$ cat config.mk
export PLATFORM = sky130hd
export DESIGN_NAME = deconv_core_top
export DESIGN_NICKNAME = d
export VERILOG_FILES = /design/src/rtl/deconv_pkg.sv /design/src/rtl/deconv_operand_mem.sv /design/src/rtl/deconv_tap_sequencer.sv /design/src/rtl/deconv_mac.sv /design/src/rtl/deconv_core_top.sv
export SDC_FILE = /design/constraint.sdc
export NUM_CORES = 1
export LEC_CHECK = 0
export BUFFER_PORTS_ARGS = -buffer_cell sky130_fd_sc_hd__buf_2
export CORE_MARGIN = 2
export CORE_UTILIZATION = 47
export DETAILED_ROUTE_END_ITERATION = 10
export PLACE_DENSITY = 0.7
export SLEW_MARGIN = 20
export SYNTH_ARGS = -nofsm -noshare
export SYNTH_HDL_FRONTEND = slang
export SYNTH_SLANG_ARGS = --single-unit
$ cat constraint.sdc
create_clock -name i_clk -period 7.5 [get_ports i_clk]
set_clock_uncertainty 0.2 [all_clocks]
set_input_delay 0.375 -clock i_clk [delete_from_list [all_inputs] [get_ports i_clk]]
set_output_delay 0.375 -clock i_clk [all_outputs]
set_load 0.05 [all_outputs]
$ cat src/rtl/deconv_pkg.sv
package deconv_pkg;

    //////////////////////////////
    // Map and kernel geometry
    //////////////////////////////

    localparam int FEAT_SIZE  = 4;                          // Feature map side
    localparam int KERN_SIZE  = 3;                          // Kernel side
    localparam int OUT_SIZE   = FEAT_SIZE + KERN_SIZE - 1;  // Stride 1 full transposed conv
    localparam int OUT_PIXELS = OUT_SIZE * OUT_SIZE;        // Results per run

    localparam int FEAT_DEPTH = FEAT_SIZE * FEAT_SIZE;
    localparam int KERN_DEPTH = KERN_SIZE * KERN_SIZE;

    //////////////////////////////
    // Widths
    //////////////////////////////

    localparam int ADDR_W = 4;                              // Covers the feature store
    localparam int PIX_W  = 8;
    localparam int ACC_W  = 20;                             // 9 taps of 8x8 products

    localparam int OUT_IDX_W    = $clog2(OUT_SIZE);         // Output row / column counter
    localparam int KERN_IDX_W   = $clog2(KERN_SIZE);        // Kernel row / column counter
    localparam int RESULT_CNT_W = $clog2(OUT_PIXELS);

    //////////////////////////////
    // Result flow control
    //////////////////////////////

    localparam int OUT_CREDITS = 4;                         // Granted by consumer after reset
    localparam int CREDIT_W    = $clog2(OUT_CREDITS + 1);

    //////////////////////////////
    // Types
    //////////////////////////////

    typedef logic signed [PIX_W-1:0]  pixel_t;
    typedef logic signed [ACC_W-1:0]  acc_t;
    typedef logic        [ADDR_W-1:0] mem_addr_t;

endpackage

$ cat src/rtl/deconv_operand_mem.sv
module deconv_operand_mem
    import deconv_pkg::*;
#(
    parameter int DEPTH = FEAT_DEPTH
)
(
    input  logic      i_clk,
    input  logic      i_rst_n,

    // Host write port
    input  logic      i_we,
    input  mem_addr_t i_waddr,
    input  pixel_t    i_wdata,

    // Sequencer read port
    input  mem_addr_t i_raddr,
    output pixel_t    o_rdata
);

    pixel_t mem [DEPTH];                                    // Row-major operand storage

    //////////////////////////////
    // Host write
    //////////////////////////////

    always_ff @(posedge i_clk)
    begin
        if (i_we && (int'(i_waddr) < DEPTH))                // Drop writes past the last entry
        begin
            mem[i_waddr] <= i_wdata;
        end
    end

    //////////////////////////////
    // Registered read
    //////////////////////////////

    // Data for an address presented in cycle t shows up in cycle t+1, which
    // is what the MAC flag delay assumes
    always_ff @(posedge i_clk or negedge i_rst_n)
    begin
        if (!i_rst_n)
        begin
            o_rdata <= '0;
        end
        else
        begin
            o_rdata <= mem[i_raddr];
        end
    end

endmodule

$ cat src/rtl/deconv_tap_sequencer.sv
module deconv_tap_sequencer
    import deconv_pkg::*;
(
    input  logic      i_clk,
    input  logic      i_rst_n,

    input  logic      i_start,
    input  logic      i_credit_return,                      // One pulse per consumed result
    output logic      o_busy,

    // Tap stream towards the stores and the MAC
    output logic      o_tap_valid,
    output logic      o_tap_zero,
    output logic      o_tap_first,
    output logic      o_tap_last,
    output mem_addr_t o_feat_addr,
    output mem_addr_t o_kern_addr
);

    localparam logic [OUT_IDX_W-1:0]  OUT_LAST  = OUT_IDX_W'(OUT_SIZE - 1);
    localparam logic [KERN_IDX_W-1:0] KERN_LAST = KERN_IDX_W'(KERN_SIZE - 1);

    logic                  running;
    logic [OUT_IDX_W-1:0]  out_r;                           // Output pixel row
    logic [OUT_IDX_W-1:0]  out_c;                           // Output pixel column
    logic [KERN_IDX_W-1:0] k_r;                             // Tap row within kernel
    logic [KERN_IDX_W-1:0] k_c;                             // Tap column within kernel
    logic [CREDIT_W-1:0]   credits;

    logic                  tap0;
    logic                  tap_end;
    logic                  run_end;
    logic                  issue;
    logic                  spend;
    logic                  row_out;
    logic                  col_out;
    logic [OUT_IDX_W-1:0]  feat_r;
    logic [OUT_IDX_W-1:0]  feat_c;

    assign tap0    = (k_r == '0) && (k_c == '0);
    assign tap_end = (k_r == KERN_LAST) && (k_c == KERN_LAST);
    assign run_end = tap_end && (out_r == OUT_LAST) && (out_c == OUT_LAST);

    // A new pixel needs a free credit, an open one runs to its last tap
    assign issue = running && (!tap0 || (credits != '0));
    assign spend = issue && tap0;

    //////////////////////////////
    // Run control
    //////////////////////////////

    always_ff @(posedge i_clk or negedge i_rst_n)
    begin
        if (!i_rst_n)
        begin
            running <= 1'b0;
        end
        else if (!running && i_start)                       // Start while busy is ignored
        begin
            running <= 1'b1;
        end
        else if (issue && run_end)
        begin
            running <= 1'b0;
        end
    end

    //////////////////////////////
    // Tap and pixel counters
    //////////////////////////////

    // All counters wrap to zero on the final tap, so a new run starts clean
    always_ff @(posedge i_clk or negedge i_rst_n)
    begin
        if (!i_rst_n)
        begin
            k_r   <= '0;
            k_c   <= '0;
            out_r <= '0;
            out_c <= '0;
        end
        else if (issue)
        begin
            if (k_c == KERN_LAST)
            begin
                k_c <= '0;
                if (k_r == KERN_LAST)
                begin
                    k_r <= '0;
                    if (out_c == OUT_LAST)
                    begin
                        out_c <= '0;
                        out_r <= (out_r == OUT_LAST) ? '0 : out_r + 1'b1;
                    end
                    else
                    begin
                        out_c <= out_c + 1'b1;
                    end
                end
                else
                begin
                    k_r <= k_r + 1'b1;
                end
            end
            else
            begin
                k_c <= k_c + 1'b1;
            end
        end
    end

    //////////////////////////////
    // Credits
    //////////////////////////////

    always_ff @(posedge i_clk or negedge i_rst_n)
    begin
        if (!i_rst_n)
        begin
            credits <= CREDIT_W'(OUT_CREDITS);
        end
        else
        begin
            credits <= credits + CREDIT_W'(i_credit_return) - CREDIT_W'(spend);
        end
    end

    //////////////////////////////
    // Address and range check
    //////////////////////////////

    assign row_out = (out_r < k_r) || (int'(out_r) >= int'(k_r) + FEAT_SIZE);
    assign col_out = (out_c < k_c) || (int'(out_c) >= int'(k_c) + FEAT_SIZE);
    assign feat_r  = out_r - OUT_IDX_W'(k_r);
    assign feat_c  = out_c - OUT_IDX_W'(k_c);

    assign o_feat_addr = (row_out || col_out) ? '0
                                              : mem_addr_t'(feat_r * FEAT_SIZE + feat_c);
    assign o_kern_addr = mem_addr_t'(k_r * KERN_SIZE + k_c);

    assign o_busy      = running;
    assign o_tap_valid = issue;
    assign o_tap_zero  = issue && (row_out || col_out);  // Feature index off the map
    assign o_tap_first = spend;
    assign o_tap_last  = issue && tap_end;

endmodule

$ cat src/rtl/deconv_mac.sv
module deconv_mac
    import deconv_pkg::*;
(
    input  logic   i_clk,
    input  logic   i_rst_n,

    input  logic   i_tap_valid,
    input  logic   i_tap_zero,
    input  logic   i_tap_first,
    input  logic   i_tap_last,
    input  pixel_t i_feat,                                  // Arrives one cycle after the flags
    input  pixel_t i_kern,

    output logic   o_out_valid,
    output logic   o_out_last,
    output acc_t   o_out_pixel
);

    logic                      d_valid;
    logic                      d_zero;
    logic                      d_first;
    logic                      d_last;
    logic signed [2*PIX_W-1:0] prod;
    acc_t                      acc;
    acc_t                      sum_next;
    logic [RESULT_CNT_W-1:0]   res_cnt;
    logic                      res_done;

    // Line the flags up with the store read data
    always_ff @(posedge i_clk or negedge i_rst_n)
    begin
        if (!i_rst_n)
        begin
            d_valid <= 1'b0;
            d_zero  <= 1'b0;
            d_first <= 1'b0;
            d_last  <= 1'b0;
        end
        else
        begin
            d_valid <= i_tap_valid;
            d_zero  <= i_tap_zero;
            d_first <= i_tap_first;
            d_last  <= i_tap_last;
        end
    end

    assign prod     = i_feat * i_kern;
    assign sum_next = (d_first ? acc_t'(0) : acc)           // First tap restarts sum
                    + (d_zero ? acc_t'(0) : acc_t'(prod));   // Zero tap adds nothing
    assign res_done = d_valid && d_last;

    always_ff @(posedge i_clk)
    begin
        if (d_valid)
        begin
            acc <= sum_next;
        end
        if (res_done)
        begin
            o_out_pixel <= sum_next;
        end
    end

    //////////////////////////////
    // Result strobe and framing
    //////////////////////////////

    always_ff @(posedge i_clk or negedge i_rst_n)
    begin
        if (!i_rst_n)
        begin
            o_out_valid <= 1'b0;
            o_out_last  <= 1'b0;
            res_cnt     <= '0;
        end
        else
        begin
            o_out_valid <= res_done;
            o_out_last  <= res_done && (res_cnt == RESULT_CNT_W'(OUT_PIXELS - 1));
            if (res_done)
            begin
                res_cnt <= (res_cnt == RESULT_CNT_W'(OUT_PIXELS - 1)) ? '0 : res_cnt + 1'b1;
            end
        end
    end

endmodule

$ cat src/rtl/deconv_core_top.sv
module deconv_core_top
    import deconv_pkg::*;
(
    input  logic      i_clk,
    input  logic      i_rst_n,

    input  logic      i_start,
    input  logic      i_wr_en,
    input  logic      i_wr_sel,                             // 0 feature, 1 weight
    input  mem_addr_t i_wr_addr,
    input  pixel_t    i_wr_data,
    input  logic      i_credit_return,

    output logic      o_busy,
    output logic      o_out_valid,
    output logic      o_out_last,
    output acc_t      o_out_pixel
);

    logic      tap_valid;
    logic      tap_zero;
    logic      tap_first;
    logic      tap_last;
    mem_addr_t feat_addr;
    mem_addr_t kern_addr;
    pixel_t    feat_data;
    pixel_t    kern_data;
    logic      feat_we;
    logic      kern_we;

    assign feat_we = i_wr_en && !i_wr_sel;
    assign kern_we = i_wr_en && i_wr_sel;

    //////////////////////////////
    // Stage 1 tap sequencer
    //////////////////////////////

    deconv_tap_sequencer seq0 (
        .i_clk           (i_clk),
        .i_rst_n         (i_rst_n),
        .i_start         (i_start),
        .i_credit_return (i_credit_return),
        .o_busy          (o_busy),
        .o_tap_valid     (tap_valid),
        .o_tap_zero      (tap_zero),
        .o_tap_first     (tap_first),
        .o_tap_last      (tap_last),
        .o_feat_addr     (feat_addr),
        .o_kern_addr     (kern_addr)
    );

    //////////////////////////////
    // Stage 2 operand stores
    //////////////////////////////

    deconv_operand_mem #(.DEPTH(FEAT_DEPTH)) feat_mem (
        .i_clk   (i_clk),
        .i_rst_n (i_rst_n),
        .i_we    (feat_we),
        .i_waddr (i_wr_addr),
        .i_wdata (i_wr_data),
        .i_raddr (feat_addr),
        .o_rdata (feat_data)
    );

    deconv_operand_mem #(.DEPTH(KERN_DEPTH)) kern_mem (
        .i_clk   (i_clk),
        .i_rst_n (i_rst_n),
        .i_we    (kern_we),
        .i_waddr (i_wr_addr),
        .i_wdata (i_wr_data),
        .i_raddr (kern_addr),
        .o_rdata (kern_data)
    );

    //////////////////////////////
    // Stage 3 accumulator
    //////////////////////////////

    deconv_mac mac0 (
        .i_clk       (i_clk),
        .i_rst_n     (i_rst_n),
        .i_tap_valid (tap_valid),
        .i_tap_zero  (tap_zero),
        .i_tap_first (tap_first),
        .i_tap_last  (tap_last),
        .i_feat      (feat_data),
        .i_kern      (kern_data),
        .o_out_valid (o_out_valid),
        .o_out_last  (o_out_last),
        .o_out_pixel (o_out_pixel)
    );

endmodule

==> flow_metrics.tcl <==
set metrics [dict create \
    status "complete, no violations" \
    grt_first_pass_wirelength_um 44130 \
    critPathKind "reg2reg" \
    number_of_nets_in_the_synthesized_netlist 1177 \
    clock-root-buffer "clkbuf_16" \
    layout.filler_cells 2505 \
    finalCritPeriodShare 0.8786 \
    setup_viol 0 \
    synth_async_sr_flop_share 0.1489 \
    critPathLaunchType "flip-flop" \
    synth.distinct_cells 65 \
    cts_buffers 28 \
    initial_utilization 0.4760 \
    worst_slew_pin_slew_ps 949.0 \
    timing.fmax_mhz 151.8 \
    worst_r2r_startpoint "kern_mem.o_rdata[3]" \
    drt_iter0_markers 440 \
    ant_nets 0 \
    htree_levels 1 \
    diodes 0 \
    postCtsResizedCells 0 \
    synth_ff_type "edfxtp_1" \
    critical_path.cell_chain "and2_1 > fa_1 > inv_1 > fa_1 > inv_1 > fa_1 > inv_1 > fa_1 > inv_1 > ha_1 > a21oi_1 > nand2_1 > and3_1 > a311oi_1 > mux2_2 > ha_1 > a21o_1 > a21o_1 > a21oi_1 > xor2_1 > mux2i_1 > xnor2_1" \
    clock_transition_at_the_registers_of_the_reported_paths_ps 60 \
    dieWidth_um 179.8 \
    detailed_place_hpwl_um 18370 \
    antenna_violations_before_repair 0 \
    relSlewSlack 0.3673 \
    first_global_vias 8268 \
    multi_input_gate_area_in_the_final_layout_um2 5720 \
    synth.cell_area_um2 14520 \
    floorplan.rows 64 \
    ff2ff_setup_slack_ps 910 \
    worstReg2RegEnd "mac0.o_out_pixel[19]" \
    global_route.usage.total 0.1687 \
    synth-seq-cells 282 \
    reg2regPathDepth 22 \
    cp_slowest_cell "fa_1" \
    utilization 0.5285 \
    synth-edff-count 240 \
    syn-mean-instance-area_um2 14.02 \
    layout-drive-gt1-share 0.1248 \
    detail_route.first_pass.iterations 5 \
    clkSinkCount 282 \
    sequential_cell_area_um2 8259 \
    fin_crit_ps 6589 \
    grt_max_degree 43 \
    timing.hold.worst_endpoint "feat_mem.mem[3][2]" \
    rsz_0062_raised_after_global_routing "false" \
    gp_routability_congestion 0.8634 \
    worstPathMaxFanout 8 \
    hold_wc_startpoint "i_wr_data[2]" \
    growth_of_design_area_from_synthesis_to_finish_pct 11.04 \
    grt-ovfl-total 0 \
    worstPathRequired_ps 7580 \
    tritoncts "done" \
    yosysWarningCount 0 \
    avgViaCountPerCell 5.350 \
    drc_errors 0 \
    wl_um 26680 \
    finalMaxSlewViolations 0 \
    max_stage_delay_ps 610 \
    die-height_um 179.8 \
    timing.setup.tns_ps 0 \
    cp.arrival_ps 6670 \
    clock_path_buffers 3 \
    clock_insertion_delay_worst_skew_ps 570 \
    post_cts.repair.setup_buffers 0 \
    nets 1230 \
    vias 8036 \
    drv.max_cap_violation_count 0 \
    wl_per_cell_um 17.76 \
    finalHoldViolations 0 \
    path_category_of_the_worst_min_delay_check "in2reg" \
    timing.critical_path.to_type "flip-flop" \
    hold_path_depth 1 \
    die_footprint_um2 32320 \
    placeableCoreArea_um2 30510 \
    seq_area_frac_synth 0.5687 \
    syn_inst 1036 \
    placement.io_buffers 40 \
    ioPinCount 41 \
]
-- critical path: cells and delay by family (launching register included) --
family	cells	cell delay, ps
compound gates	5	1020
xor+xnor	2	340
fa+ha+maj	6	2890
buf+inv	4	280
flops	1	470
mux	2	570
simple gates	3	530
-- layout make-up --
type / instances / share of cell area
clock inverter: 14 / 0.01435
sequential: 282 / 0.5122
multi-input combinational: 618 / 0.3547
clock buffer: 33 / 0.04462
inverter: 107 / 0.02491
timing repair buffer: 52 / 0.01847
tap: 396 / 0.03073
-- synth_stat cells (4+ instances only) --
library cell | n | share of area
xor2_1 | 14 | 0.0084
nand2b_1 | 8 | 0.0034
dfrtp_1 | 41 | 0.071
inv_1 | 106 | 0.027
nand2_1 | 42 | 0.011
clkbuf_1 | 13 | 0.0034
edfxtp_1 | 240 | 0.50
and3_1 | 4 | 0.0017
nor4_1 | 5 | 0.0022
mux2_2 | 12 | 0.0093
and2_1 | 46 | 0.020
mux4_2 | 23 | 0.036
nor2_1 | 60 | 0.016
ha_1 | 62 | 0.053
buf_2 | 7 | 0.0024
nor2b_1 | 35 | 0.015
o221ai_1 | 16 | 0.0096
a21oi_1 | 19 | 0.0065
nand3_1 | 17 | 0.0059
o21bai_1 | 5 | 0.0026
and4b_1 | 8 | 0.0055
o211ai_1 | 4 | 0.0021
fa_1 | 61 | 0.084
mux2i_1 | 49 | 0.034
xnor2_1 | 31 | 0.019
a21o_1 | 10 | 0.0052
buf_1 | 5 | 0.0013
o21ai_0 | 20 | 0.0069
nor3_1 | 9 | 0.0031
a211oi_1 | 12 | 0.0062
-- per-stage QoR --
| step | instance area [um^2] | instances | hold WS (ps) | setup WS (ps) |
|---|---|---|---|---|
| final | 16130 | 1502 | 85.90 | 910.7 |
| after CTS | 16110 | 1502 | 71.98 | 901.6 |
| after floorplan | 14520 | 1036 | -120.6 | 1356 |
| after detailed placement | 15130 | 1452 | 249.7 | 935.2 |
| after global routing | 16130 | 1502 | 93.10 | 585.2 |
| after global placement | 15130 | 1452 | 247.0 | 1081 |
-- layout by cell type, fill, tap and decap left out, types with 6 or more instances in the layout --
cell and count:
inv_1 106, edfxtp_1 240, nor3_1 6, buf_2 40, clkbuf_16 28, mux2_2 12
nand2b_1 8, nor2_1 60, a21o_1 10, buf_4 9, nor2b_1 35, and4b_1 8
a211oi_1 12, mux4_2 23, and2_1 46, nand2_1 42, a21oi_1 19, o221ai_1 16
dfrtp_1 41, xor2_1 14, mux2i_1 49, nand3_1 17, ha_1 61, xnor2_1 31
o21ai_0 20, fa_1 61
-- layer usage --
layer	GRT usage	part of all wire	vias up
li1	-	-	3821
met1	0.2289	0.44	3999
met2	0.2944	0.51	185
met3	0.02188	0.038	31
met4	0.03285	0.017	0
met5	0	0	-
-- cell families after synthesis --
kind of cell / count (synthesis) / synth area share
xor gates and xnor gates: 45 / 0.02714
buffers and inverters: 136 / 0.03903
and+or+nand+nor: 251 / 0.09184
DFF: 282 / 0.5687
AOI/OAI and AO/OA: 112 / 0.05393
adders and majority gates: 123 / 0.1375
muxes: 87 / 0.08185
-- sequential cells by signal, indices dropped and copies added, names as in the netlist, 2 cells and up --
name and count:
seq0.k_r 2, mac0.o_out_pixel 20, seq0.credits 3, mac0.acc 20, seq0.k_c 2, feat_mem.o_rdata 8, kern_mem.mem 72, kern_mem.o_rdata 8
seq0.out_r 3, seq0.out_c 3, feat_mem.mem 128, mac0.res_cnt 6
-- what timing repair did --
| action | 4_1_cts | 5_1_grt |
|---|---|---|
| setup endpoints to repair | 0 | 0 |
| hold buffers | 3 | 0 |
| endpoints found under the hold margin | 43 | 0 |
-- how the worst max path moves through the flow --
stage | startpoint | endpoint | slack, ps | cells past startpoint
5_1_grt | kern_mem.o_rdata[7] | mac0.o_out_pixel[19] | 590 | 21
4_1_cts | kern_mem.o_rdata[3] | mac0.o_out_pixel[19] | 900 | 22
6_report | kern_mem.o_rdata[3] | mac0.o_out_pixel[19] | 910 | 22
3_5_place_dp | kern_mem.o_rdata[3] | mac0.acc[19] | 940 | 22
3_3_place_gp | kern_mem.o_rdata[3] | mac0.o_out_pixel[19] | 1080 | 22
2_1_floorplan | kern_mem.o_rdata[3] | mac0.acc[19] | 1360 | 22
Power is left out: the tool's default activity adds up to more than one toggle a clock period on the data nets, which glitch-free logic cannot reach.
